--- config.mk ---
export PLATFORM = sky130hd
export DESIGN_NAME = memArbiter
export DESIGN_NICKNAME = d
export VERILOG_FILES = /design/src/cachePkg.sv /design/src/memArbiter.sv
export SDC_FILE = /design/constraint.sdc
export NUM_CORES = 1
export LEC_CHECK = 0
export ABC_AREA = 1
export BUFFER_PORTS_ARGS = -buffer_cell sky130_fd_sc_hd__buf_2
export CELL_PAD_IN_SITES_DETAIL_PLACEMENT = 1
export CELL_PAD_IN_SITES_GLOBAL_PLACEMENT = 1
export CORE_MARGIN = 2
export CORE_UTILIZATION = 18
export CTS_CLUSTER_SIZE = 12
export DETAILED_ROUTE_END_ITERATION = 7
export PLACE_DENSITY_LB_ADDON = 0.2
export SETUP_SLACK_MARGIN = 0.2
export SYNTH_ARGS = -nofsm -noshare
export SYNTH_HDL_FRONTEND = slang
export SYNTH_SLANG_ARGS = --single-unit
--- constraint.sdc ---
create_clock -name clk -period 1.14 [get_ports clk]
set_clock_uncertainty 0.15 [all_clocks]
set_input_delay 0.114 -clock clk [delete_from_list [all_inputs] [get_ports clk]]
set_output_delay 0.114 -clock clk [all_outputs]
set_load 0.005 [all_outputs]
--- src/cachePkg.sv ---
package cachePkg;

	//////////////////////////////////////////////////
	// geometry
	//////////////////////////////////////////////////

	// byte address width, words are 2-byte aligned
	localparam int addrWidth = 16;
	// width of one data word
	localparam int wordWidth = 16;
	// 16-byte block holds eight words
	localparam int wordsPerBlock = 8;
	// cycles from accepted memory request to returned word
	localparam int memLatency = 4;

	// memory word at byte address a starts as rotl3(a) ^ initPattern
	localparam logic [wordWidth-1:0] initPattern = 16'hA5C3;

	//////////////////////////////////////////////////
	// payloads
	//////////////////////////////////////////////////

	// read request from a processor port, byte address
	typedef struct packed {
		logic [addrWidth-1:0] addr;
	} portReq_t;

	// word returned to a processor port
	typedef struct packed {
		logic [wordWidth-1:0] data;
	} portResp_t;

	// word address sent to main memory
	typedef struct packed {
		logic [addrWidth-1:0] addr;
	} memReq_t;

	// word returned by main memory
	typedef struct packed {
		logic [wordWidth-1:0] data;
	} memResp_t;

endpackage
--- src/memArbiter.sv ---
`timescale 1ns/1ps

module memArbiter (
	input logic clk,
	input logic rst,
	input logic iReqValid,
	input cachePkg::memReq_t iReq,
	output logic iReqReady,
	output logic iRespValid,
	output cachePkg::memResp_t iResp,
	input logic dReqValid,
	input cachePkg::memReq_t dReq,
	output logic dReqReady,
	output logic dRespValid,
	output cachePkg::memResp_t dResp,
	output logic memReqValid,
	output cachePkg::memReq_t memReq,
	input logic memReqReady,
	input logic memRespValid,
	input cachePkg::memResp_t memResp
);

	localparam int lat = cachePkg::memLatency;

	// round-robin pointer, high when the data bank won last
	logic lastD;
	logic grantI;
	logic grantD;
	logic fire;
	// source id of each word in flight, 1 means data bank
	logic [lat-1:0] srcValid;
	logic [lat-1:0] srcId;

	//////////////////////////////////////////////////
	// grant
	//////////////////////////////////////////////////

	// on contention the bank that lost last time goes first
	assign grantI = iReqValid && (!dReqValid || lastD);
	assign grantD = dReqValid && !grantI;

	assign memReqValid = iReqValid || dReqValid;
	assign memReq = grantD ? dReq : iReq;
	// loser sees ready low and holds its request
	assign iReqReady = grantI && memReqReady;
	assign dReqReady = grantD && memReqReady;
	assign fire = memReqValid && memReqReady;

	//////////////////////////////////////////////////
	// return steering
	//////////////////////////////////////////////////

	// oldest entry lines up with the memory output
	assign iRespValid = memRespValid && srcValid[lat-1] && !srcId[lat-1];
	assign dRespValid = memRespValid && srcValid[lat-1] && srcId[lat-1];
	assign iResp = memResp;
	assign dResp = memResp;

	always_ff @(posedge clk) begin
		if (rst) begin
			lastD <= 1'b0;
			srcValid <= '0;
		end else begin
			if (fire) begin
				lastD <= grantD;
			end
			srcValid <= {srcValid[lat-2:0], fire};
		end
	end

	always_ff @(posedge clk) begin
		srcId <= {srcId[lat-2:0], grantD};
	end

endmodule

==> impl_metrics.csv <==
group,metric,value,unit
sta,final.period_utilization,128,%
grt,grt_usage,7.41,%
floorplanning,dieWidth,70.8,um
setup_path,crit_path_end_kind,"primary output",
setup_path,worst_setup_path_start_kind,"flip-flop",
clock_tree,cts_buffers,3,
status,status,"complete, but fails checks",
pwr,seqPwrFrac,34.3,%
synth,yosysWarnings,0,
pwr,vdd_drop_max,0.000258,V
detailed_routing,drt_iter0_markers,6,
sta,rsz0062_at_grt,"yes",
synth,synth_nets,166,
finish,final_cell_area,1030,sq um
pwr,comb_power_share,29.1,%
sta,period_minus_slack,1.46,ns
pwr,swShare,26.1,%
synth,syn_area,802,sq um
clock_tree,root_buffer,"clkbuf_8",
detailed_routing,wl_per_cell,9.50,um
finish,drive_gt1_share,64.8,%
sta,hold_viol_final,0,
setup_path,crit_arrival,1.19,ns
placement,place_congestion,0.656,
setup_path,path_class,"reg2out",
setup_path,required,0.88,ns
detailed_routing,vias,731,
grt,grt_pass1_vias,729,
grt,grt_use_met1,7.75,%
finish,num_antenna_cells,0,
sta,slew_headroom,84.2,%
floorplanning,io_pins,107,
clock_tree,clkSinkCount,9,
clock_tree,cts_max_path_buffers,2,
sta,setup_viol,19,
pwr,switching_power,258,uW
sta,fmax,686,MHz
finish,nets,200,
pwr,p_total,989,uW
placement,hpwl,1600,um
finish,final_common_cell,"buf_2",
finish,layout_common_cells,"buf_2, inv_1, o21ai_2, nand2_1, nand2_2",
clock_tree,cts_tree,"done",
finish,area_delta_synth_final,28.7,%
finish,stdcell_count,197,
setup_path,slowest_stage,"dfxtp_2",
detailed_routing,dr.pass1.iters,2,
pwr,total_leakage_power,0.593,nW
detailed_routing,drc,0,
synth,synth_seq_area_share,22.5,%
grt,overflow,0,
grt,antenna_found_initial,0,
setup_path,critPathMaxStageDelay,0.33,ns
synth,synthesis.instances,112,
placement,pre_cts_ws,-0.0779,ns
setup_path,crit_family,"flip-flops",
clock_tree,clkLatencyLatePin,0.23,ns
floorplanning,die_area,5010,sq um
placement,place_area,947,sq um
grt,grt_max_degree,21,
synth,avgSynthCellArea,7.16,sq um
clock_tree,clkTransAtPathRegs,0.05,ns
grt,use_met3,3.70,%
sta,final-max-slew-violation-count,0,
finish,finalCoreUtilization,23.9,%
grt,grt_pass1_wl,3070,um
floorplanning,die_y,70.8,um
setup_path,path_cells,"a21oi_4 > buf_12 > nand2_1 > o21ai_2 > buf_2",
worst_hold_path,hp-class,"in2reg",
grt,top_usage_layer,"met2",
synth,ys_types,13,
clock_tree,h-tree-depth,1,
sta,fin_ws,-0.319,ns
detailed_routing,vias_per_cell,3.71,
pwr,p_clk_share,36.6,%
sta,worst_slew_pin_slew,0.235,ns
pwr,p_int,731,uW
grt,met2_usage,12.6,%
job,drv_cap,0,
floorplanning,core,4320,sq um
status,violations,"negative setup slack",
setup_path,crit_buf_inv,2,
placement,portBuffers,58,
floorplanning,rows,24,
sta,holdWs,0.0498,ns
sta,setup_tns,-5.24,ns
setup_path,crit_fanout,20,
detailed_routing,antenna_left,0,
synth,ys_seq_elements,9,
detailed_routing,routed_wl,1870,um
pwr,power_density,958,nW/um^2
placement,placed_cells,191,
floorplanning,initial_core_util,18.5,%
-- flip-flops by register name, indices dropped and copies added (netlist names) --
signal    count
lastD         1
srcId         4
srcValid      4
-- power by group through the flow --
stage                     combinational, mW  sequential, mW  clock, mW
after floorplan                       0.221           0.343          0
after global placement                0.271           0.343          0
after detailed placement              0.278           0.344          0
after CTS                             0.292           0.339      0.377
after global routing                  0.322           0.340      0.395
final                                 0.288           0.339      0.362
-- synthesized netlist by cell type --
library cell,number,area share (%)
dfxtp_1,9,22
a21oi_1,1,0.62
or2_2,1,0.78
o21ai_0,4,2.5
nand2_1,19,8.9
inv_1,21,9.8
o211a_1,1,1.2
a21oi_4,1,2.0
inv_2,1,0.47
buf_4,32,30
buf_6,3,4.2
o21ai_2,13,14
nor2_1,6,2.8
-- layer usage --
layer  vias up  wire length [um]
li1        367                 -
met1       315               708
met2        47               913
met3         2               246
met4         0                 4
met5         -                 0
-- logic make-up (layout without fill, tap and decap cells) --
kind of cell    after synthesis  in the layout  synth area share, %
buf+inv                      57             90                 44.5
flops                         9              9                 22.5
compound gates               20             20                 20.6
simple gates                 26             26                 12.5
-- layout make-up --
class	instances	area, sq um
clock buffer	4	45.0
fill	581	3290
tap	52	65.1
sequential	9	184
multi-input combinational	46	289
timing repair buffer	64	367
inverter	22	82.6
-- path summary, 6_finish.rpt --
| check | start | to | slack [ns] | cells after the start |
|---|---|---|---|---|
| worst max-delay path | lastD$_SDFFE_PP0P_ | memReq[7] | -0.32 | 5 |
| worst min-delay path | memReqReady | lastD$_SDFFE_PP0P_ | 0.05 | 3 |
| worst max register to register | lastD$_SDFFE_PP0P_ | lastD$_SDFFE_PP0P_ | -0.03 | 4 |
| worst min register to register | srcId[2]$_DFF_P_ | srcId[3]$_DFF_P_ | 0.17 | 0 |
-- worst register-to-register path, stage by stage (launching register included) --
cell and delay [ns]:
dfxtp_2 0.33, a21oi_4 0.19, buf_12 0.19, nand2_1 0.09, a21oi_1 0.15
-- what timing repair did --
item | 4_1_cts | 5_1_grt
endpoints found under the hold margin | 5 | 0
setup buffers | 1 | 0
gates resized for setup | 7 | 5
pin swaps | 1 | 1
hold buffers | 1 | 0
endpoints found under the setup margin | 22 | 23
No activity file was read; power rests on OpenSTA's default activity.
