===== config.mk =====
export PLATFORM = sky130hd
export DESIGN_NAME = cacheBank
export DESIGN_NICKNAME = d
export VERILOG_FILES = /design/src/cachePkg.sv /design/src/cacheBank.sv /design/src/cacheFill.sv
export SDC_FILE = /design/constraint.sdc
export NUM_CORES = 2
export LEC_CHECK = 0
export CELL_PAD_IN_SITES_DETAIL_PLACEMENT = 1
export CELL_PAD_IN_SITES_GLOBAL_PLACEMENT = 1
export CORE_ASPECT_RATIO = 0.9
export CORE_MARGIN = 2
export CORE_UTILIZATION = 25
export DETAILED_ROUTE_END_ITERATION = 6
export DONT_BUFFER_PORTS = 1
export PLACE_DENSITY_LB_ADDON = 0.1
export SLEW_MARGIN = 20
export SYNTH_ARGS = -nofsm -noshare
export SYNTH_HDL_FRONTEND = slang
export SYNTH_SLANG_ARGS = --single-unit

===== constraint.sdc =====
create_clock -name clk -period 3.4 [get_ports clk]
set_input_delay 0.34 -clock clk [delete_from_list [all_inputs] [get_ports clk]]
set_output_delay 0.34 -clock clk [all_outputs]
set_load 0.01 [all_outputs]

===== src/cachePkg.sv =====
package cachePkg;

	//////////////////////////////////////////////////
	// geometry
	//////////////////////////////////////////////////

	// byte address width, words are 2-byte aligned
	localparam int addrWidth = 16;
	// width of one data word
	localparam int wordWidth = 16;
	// 16-byte block holds eight words
	localparam int wordsPerBlock = 8;
	// cycles from accepted memory request to returned word
	localparam int memLatency = 4;

	// memory word at byte address a starts as rotl3(a) ^ initPattern
	localparam logic [wordWidth-1:0] initPattern = 16'hA5C3;

	//////////////////////////////////////////////////
	// payloads
	//////////////////////////////////////////////////

	// read request from a processor port, byte address
	typedef struct packed {
		logic [addrWidth-1:0] addr;
	} portReq_t;

	// word returned to a processor port
	typedef struct packed {
		logic [wordWidth-1:0] data;
	} portResp_t;

	// word address sent to main memory
	typedef struct packed {
		logic [addrWidth-1:0] addr;
	} memReq_t;

	// word returned by main memory
	typedef struct packed {
		logic [wordWidth-1:0] data;
	} memResp_t;

endpackage

===== src/cacheBank.sv =====
`timescale 1ns/1ps

module cacheBank #(
	parameter int numSets = 16
) (
	input logic clk,
	input logic rst,
	input logic reqValid,
	input cachePkg::portReq_t req,
	output logic reqReady,
	output logic respValid,
	output cachePkg::portResp_t resp,
	output logic fillReqValid,
	output cachePkg::memReq_t fillReq,
	input logic fillReqReady,
	input logic fillRespValid,
	input cachePkg::memResp_t fillResp
);

	// address split: tag | index | word offset | byte
	localparam int offBits = $clog2(cachePkg::wordsPerBlock);
	localparam int blockLsb = offBits + 1;
	localparam int idxBits = $clog2(numSets);
	localparam int tagBits = cachePkg::addrWidth - blockLsb - idxBits;

	//////////////////////////////////////////////////
	// arrays
	//////////////////////////////////////////////////

	logic [tagBits-1:0] tagArr [numSets];
	logic [numSets-1:0] validArr;
	// data indexed by {set, word offset}
	logic [cachePkg::wordWidth-1:0] dataArr [numSets*cachePkg::wordsPerBlock];

	// request currently being answered or filled
	cachePkg::portReq_t pendReq;
	logic [idxBits-1:0] reqIdx;
	logic [idxBits-1:0] pendIdx;
	logic [tagBits-1:0] reqTag;
	logic [tagBits-1:0] pendTag;
	logic [offBits-1:0] pendOff;
	logic accept;
	logic hit;

	// fill engine reports
	logic fillBusy;
	logic wordWrite;
	logic [offBits-1:0] wordOffset;
	logic [cachePkg::wordWidth-1:0] wordData;
	logic tagWrite;

	assign reqIdx = req.addr[blockLsb +: idxBits];
	assign reqTag = req.addr[cachePkg::addrWidth-1 -: tagBits];
	assign pendIdx = pendReq.addr[blockLsb +: idxBits];
	assign pendTag = pendReq.addr[cachePkg::addrWidth-1 -: tagBits];
	assign pendOff = pendReq.addr[1 +: offBits];

	//////////////////////////////////////////////////
	// handshake and hit detect
	//////////////////////////////////////////////////

	// port closes for the whole fill, from start to tag write
	assign reqReady = !fillBusy;
	assign accept = reqValid && reqReady;
	assign hit = validArr[reqIdx] && (tagArr[reqIdx] == reqTag);

	// answer always comes from the array at the pending address
	assign resp.data = dataArr[{pendIdx, pendOff}];

	always_ff @(posedge clk) begin
		if (rst) begin
			respValid <= 1'b0;
			validArr <= '0;
		end else begin
			// hit answers next cycle, miss answers after the tag lands
			respValid <= (accept && hit) || tagWrite;
			if (tagWrite) begin
				validArr[pendIdx] <= 1'b1;
			end
		end
	end

	always_ff @(posedge clk) begin
		if (accept) begin
			pendReq <= req;
		end
		if (wordWrite) begin
			dataArr[{pendIdx, wordOffset}] <= wordData;
		end
		if (tagWrite) begin
			tagArr[pendIdx] <= pendTag;
		end
	end

	// miss starts the engine on the acceptance cycle
	cacheFill fill (
		.clk(clk),
		.rst(rst),
		.start(accept && !hit),
		.blockAddr(13'(req.addr[cachePkg::addrWidth-1:blockLsb])),
		.fillReqValid(fillReqValid),
		.fillReq(fillReq),
		.fillReqReady(fillReqReady),
		.fillRespValid(fillRespValid),
		.fillResp(fillResp),
		.busy(fillBusy),
		.wordWrite(wordWrite),
		.wordOffset(wordOffset),
		.wordData(wordData),
		.tagWrite(tagWrite)
	);

endmodule


===== src/cacheFill.sv =====
`timescale 1ns/1ps

module cacheFill (
	input logic clk,
	input logic rst,
	input logic start,
	input logic [12:0] blockAddr,
	output logic fillReqValid,
	output cachePkg::memReq_t fillReq,
	input logic fillReqReady,
	input logic fillRespValid,
	input cachePkg::memResp_t fillResp,
	output logic busy,
	output logic wordWrite,
	output logic [2:0] wordOffset,
	output logic [15:0] wordData,
	output logic tagWrite
);

	// block number of the miss being served
	logic [12:0] blockReg;
	// reads issued so far, 0..8
	logic [3:0] issueCnt;
	// words returned so far, wraps after the eighth
	logic [2:0] retCnt;
	// engine is between start and the last return
	logic active;
	logic lastRet;

	//////////////////////////////////////////////////
	// request side
	//////////////////////////////////////////////////

	// keep issuing until all eight reads are out, returns are counted apart
	assign fillReqValid = active && (issueCnt < 4'(cachePkg::wordsPerBlock));
	// word address is block number followed by the word offset
	assign fillReq.addr = {blockReg, issueCnt[2:0]};

	// eighth word coming back closes the fill
	assign lastRet = active && fillRespValid &&
		(retCnt == 3'(cachePkg::wordsPerBlock - 1));

	// tagWrite still counts as busy so the bank keeps the port closed
	assign busy = active || tagWrite;

	//////////////////////////////////////////////////
	// control
	//////////////////////////////////////////////////

	always_ff @(posedge clk) begin
		if (rst) begin
			active <= 1'b0;
			issueCnt <= '0;
			retCnt <= '0;
			wordWrite <= 1'b0;
			tagWrite <= 1'b0;
		end else begin
			// each return becomes one array write a cycle later
			wordWrite <= active && fillRespValid;
			tagWrite <= lastRet;
			if (start && !busy) begin
				active <= 1'b1;
				issueCnt <= '0;
				retCnt <= '0;
			end else if (active) begin
				if (fillReqValid && fillReqReady) begin
					issueCnt <= issueCnt + 4'd1;
				end
				if (fillRespValid) begin
					retCnt <= retCnt + 3'd1;
				end
				if (lastRet) begin
					active <= 1'b0;
				end
			end
		end
	end

	// payload registers, no reset needed
	always_ff @(posedge clk) begin
		if (start && !busy) begin
			blockReg <= blockAddr;
		end
		// returns arrive in issue order, so the return count is the offset
		wordOffset <= retCnt;
		wordData <= fillResp.data;
	end

endmodule


==> metrics.cfg <==
[placed_design]
portBuffers = 0
dp_hpwl_um = 156100
gp_congestion = 0.7214
dp_slack_ps = -106.6

[outcome]
outcome = complete, but fails checks
violations = negative setup slack

[routing]
firstDrtPassIters = 5
postRouteAntennaNets = 0
viasPerCell = 4.475
drc_errors = 0
drt_iter0_markers = 3139
routed_wirelength_um = 262800
wl_per_cell_um = 29.37
num_vias = 40044

[power_and_ir_drop]
power_switching_mw = 14.77
p_comb_frac = 0.086
power.total_mw = 64.85
pwr-share-clk = 0.438
p_seq_frac = 0.476
p_int_mw = 50.08
switching_share = 0.2278
power_leakage_nw = 33.26
peakVddDrop_mv = 0.3388
power_density_nw_per_um2 = 610.6

[floorplanning]
die_area_um2 = 348600
pin_count = 72
die_w_um = 622.2
num_rows = 204
start_util = 0.2508
die_h_um = 560.4
core_area_um2 = 342800

[setup_path]
cp-end-kind = output port
crit_path_start_kind = flip-flop
cp.arrival_ps = 3780
crit_path_max_fanout = 8
worstPathRequired_ps = 3060
critical_path_class = flip-flop to output port

[timing]
final.setup.tns_ps = -10650
setup_violations = 16
period_share = 1.211
finalCriticalPeriod_ps = 4117
slew_headroom = 0.3220
fmax_mhz = 242.9
max_slew.worst_pin.slew_ps = 1017
fin_skew_ps = 53.85
fin_ws_ps = -717.0
rsz0062_at_grt = yes
hold_violations = 0
drv_slew = 0
whs_ps = 49.46

[global_routing]
grt_overflow_total = 0
antenna_found_initial = 12
grtUsageTotal = 0.1490
grt_pass1_vias = 43788
grt_pass1_wl_um = 364600
grt_max_degree = 82

[synth]
synth-seq-cells = 2256
syn_avg_cell_area_um2 = 24.17
synthCells = 3557
postSynth.asyncResetShare = 0
synth_nets = 3597
ys_warn_count = 0
synth_edf_count = 2203
syn_area_um2 = 85980
synthDistinctLibCells = 51
ys_seq_area_frac = 0.7817
synthFlopType = edfxtp_1

[cts]
clkSlewWorstSetupHoldPaths_ps = 60
cts_max_path_buffers = 4
cts_buffers = 271
clk_latency_ps = 890
cts_max_level = 5
cts.sink_count = 2256
cts_tree = done
root_buffer = clkbuf_16

[hold_path]
min_path_type = input port to flip-flop

[job]
drv_cap = 0

[final_layout]
fill_cells = 33779
layout-drive-gt1-share = 0.3948
fin_nets = 4237
area_delta_synth_final_pct = 23.53

## stage by stage
step	instance area (um^2)	util	instances
global route	106200	0.3098	8939
detailed placement	95690	0.2791	8341
floorplan	85980	-	3557
CTS	105900	0.3088	8917
finish	106200	0.3098	8949
global placement	95660	0.2791	8340
## cell usage after synthesis, types with 9 or more instances
cell type  instances  area, um^2
clkbuf_1          91       341.6
xnor2_1            9       78.83
buf_1             27       101.4
nand2_1           32       120.1
nor2b_1           14       87.58
a221oi_1          22       192.7
buf_2             64       320.3
nor2_1           157       589.3
dfxtp_1           53        1061
mux2i_1           88       880.8
nand3_1           13       65.06
edfxtp_1        2203       66150
a22o_1            17       148.9
mux4_2           662       14910
o21a_1            17       127.6
## layout by cell type (no fill, tap or decap), types with 25 or more instances in the layout
master | netlist | final
clkbuf_1 | 91 | 62
buf_4 | 5 | 359
clkinv_2 | 0 | 39
edfxtp_1 | 2203 | 2203
nor2_2 | 0 | 125
mux2i_1 | 88 | 74
dfxtp_1 | 53 | 32
clkbuf_16 | 0 | 286
nor2_1 | 157 | 32
mux4_2 | 662 | 662
dlygate4sd3_1 | 0 | 48
nand2_1 | 32 | 29
clkinv_1 | 1 | 57
buf_16 | 0 | 25
buf_12 | 0 | 84
buf_6 | 4 | 33
## power by group through the flow
stage | Clock, mW | Combinational, mW | Sequential, mW
final | 28.4 | 5.56 | 30.9
after global placement | 0 | 5.14 | 31.5
after global routing | 30.4 | 5.90 | 30.9
after CTS | 29.5 | 5.63 | 30.9
after floorplan | 0 | 2.60 | 31.4
after detailed placement | 0 | 5.16 | 31.5
## per-layer routing
| layer | global-route usage | routed length [um] |
|---|---|---|
| met1 | 0.2151 | 124700 |
| met3 | 0.02243 | 9854 |
| met4 | 0.03137 | 5030 |
| met2 | 0.2378 | 123200 |
| met5 | 0 | 16 |
## worst paths after layout
path	from	end	slack [ps]	cells after the start
max reg2reg	tagArr[5][6]$_DFFE_PP_	fill.retCnt[1]$_SDFFE_PP0P_	200	7
min	rst	fill.issueCnt[3]$_SDFFE_PP0P_	50	2
max	flip-flop	resp[7]	-720	11
min reg2reg	fill.retCnt[2]$_SDFFE_PP0P_	fill.wordOffset[2]$_DFF_P_	460	0
## what timing repair did
action,in CTS,in global routing
pin swaps,4,2
setup buffers,38,19
endpoints found under the setup margin,16,16
cloned,10,4
resized for setup,83,32
hold endpoints to repair,60,0
hold buffers,48,0
## cells by family after synthesis
logic type | synth area share
other | 0.00004361
DFF | 0.7817
adders and majority gates | 0.0004366
buffers and inverters | 0.01032
xor gates and xnor gates | 0.001121
and+or+nand+nor | 0.01208
muxes | 0.1864
AOI/OAI and AO/OA | 0.007815
## state kept, by name (all words and copies together) (netlist names), named ones only
register and cells:
dataArr 2048, tagArr 128, fill.wordData 16, validArr 16, pendReq 15, fill.blockReg 12
fill.issueCnt 4, fill.retCnt 3, fill.wordOffset 3, fill.active 1, fill.tagWrite 1, fill.wordWrite 1
respValid 1
## final cells by class
type                            instances  area (um^2)  area share
Sequential cell                      2256        67290      0.6336
Multi-Input combinational cell       1102        18500      0.1742
Clock buffer                          344         7289     0.06863
Timing Repair Buffer                  559         6142     0.05783
Tap cell                             4532         5670     0.05339
Clock inverter                        137         1262     0.01189
Antenna cell                           12        30.03   0.0002827
Inverter                                7        26.28   0.0002474
## worst max-delay path: stages (launching register included)
cell	delay, ps
dfxtp_4	400
buf_6	120
buf_12	150
buf_16	160
mux4_2	550
mux4_2	550
mux2i_1	180
buf_4	190
a22o_1	190
buf_12	140
a221oi_4	60
buf_6	190
Note: power is estimated with default switching activity, not from simulation.
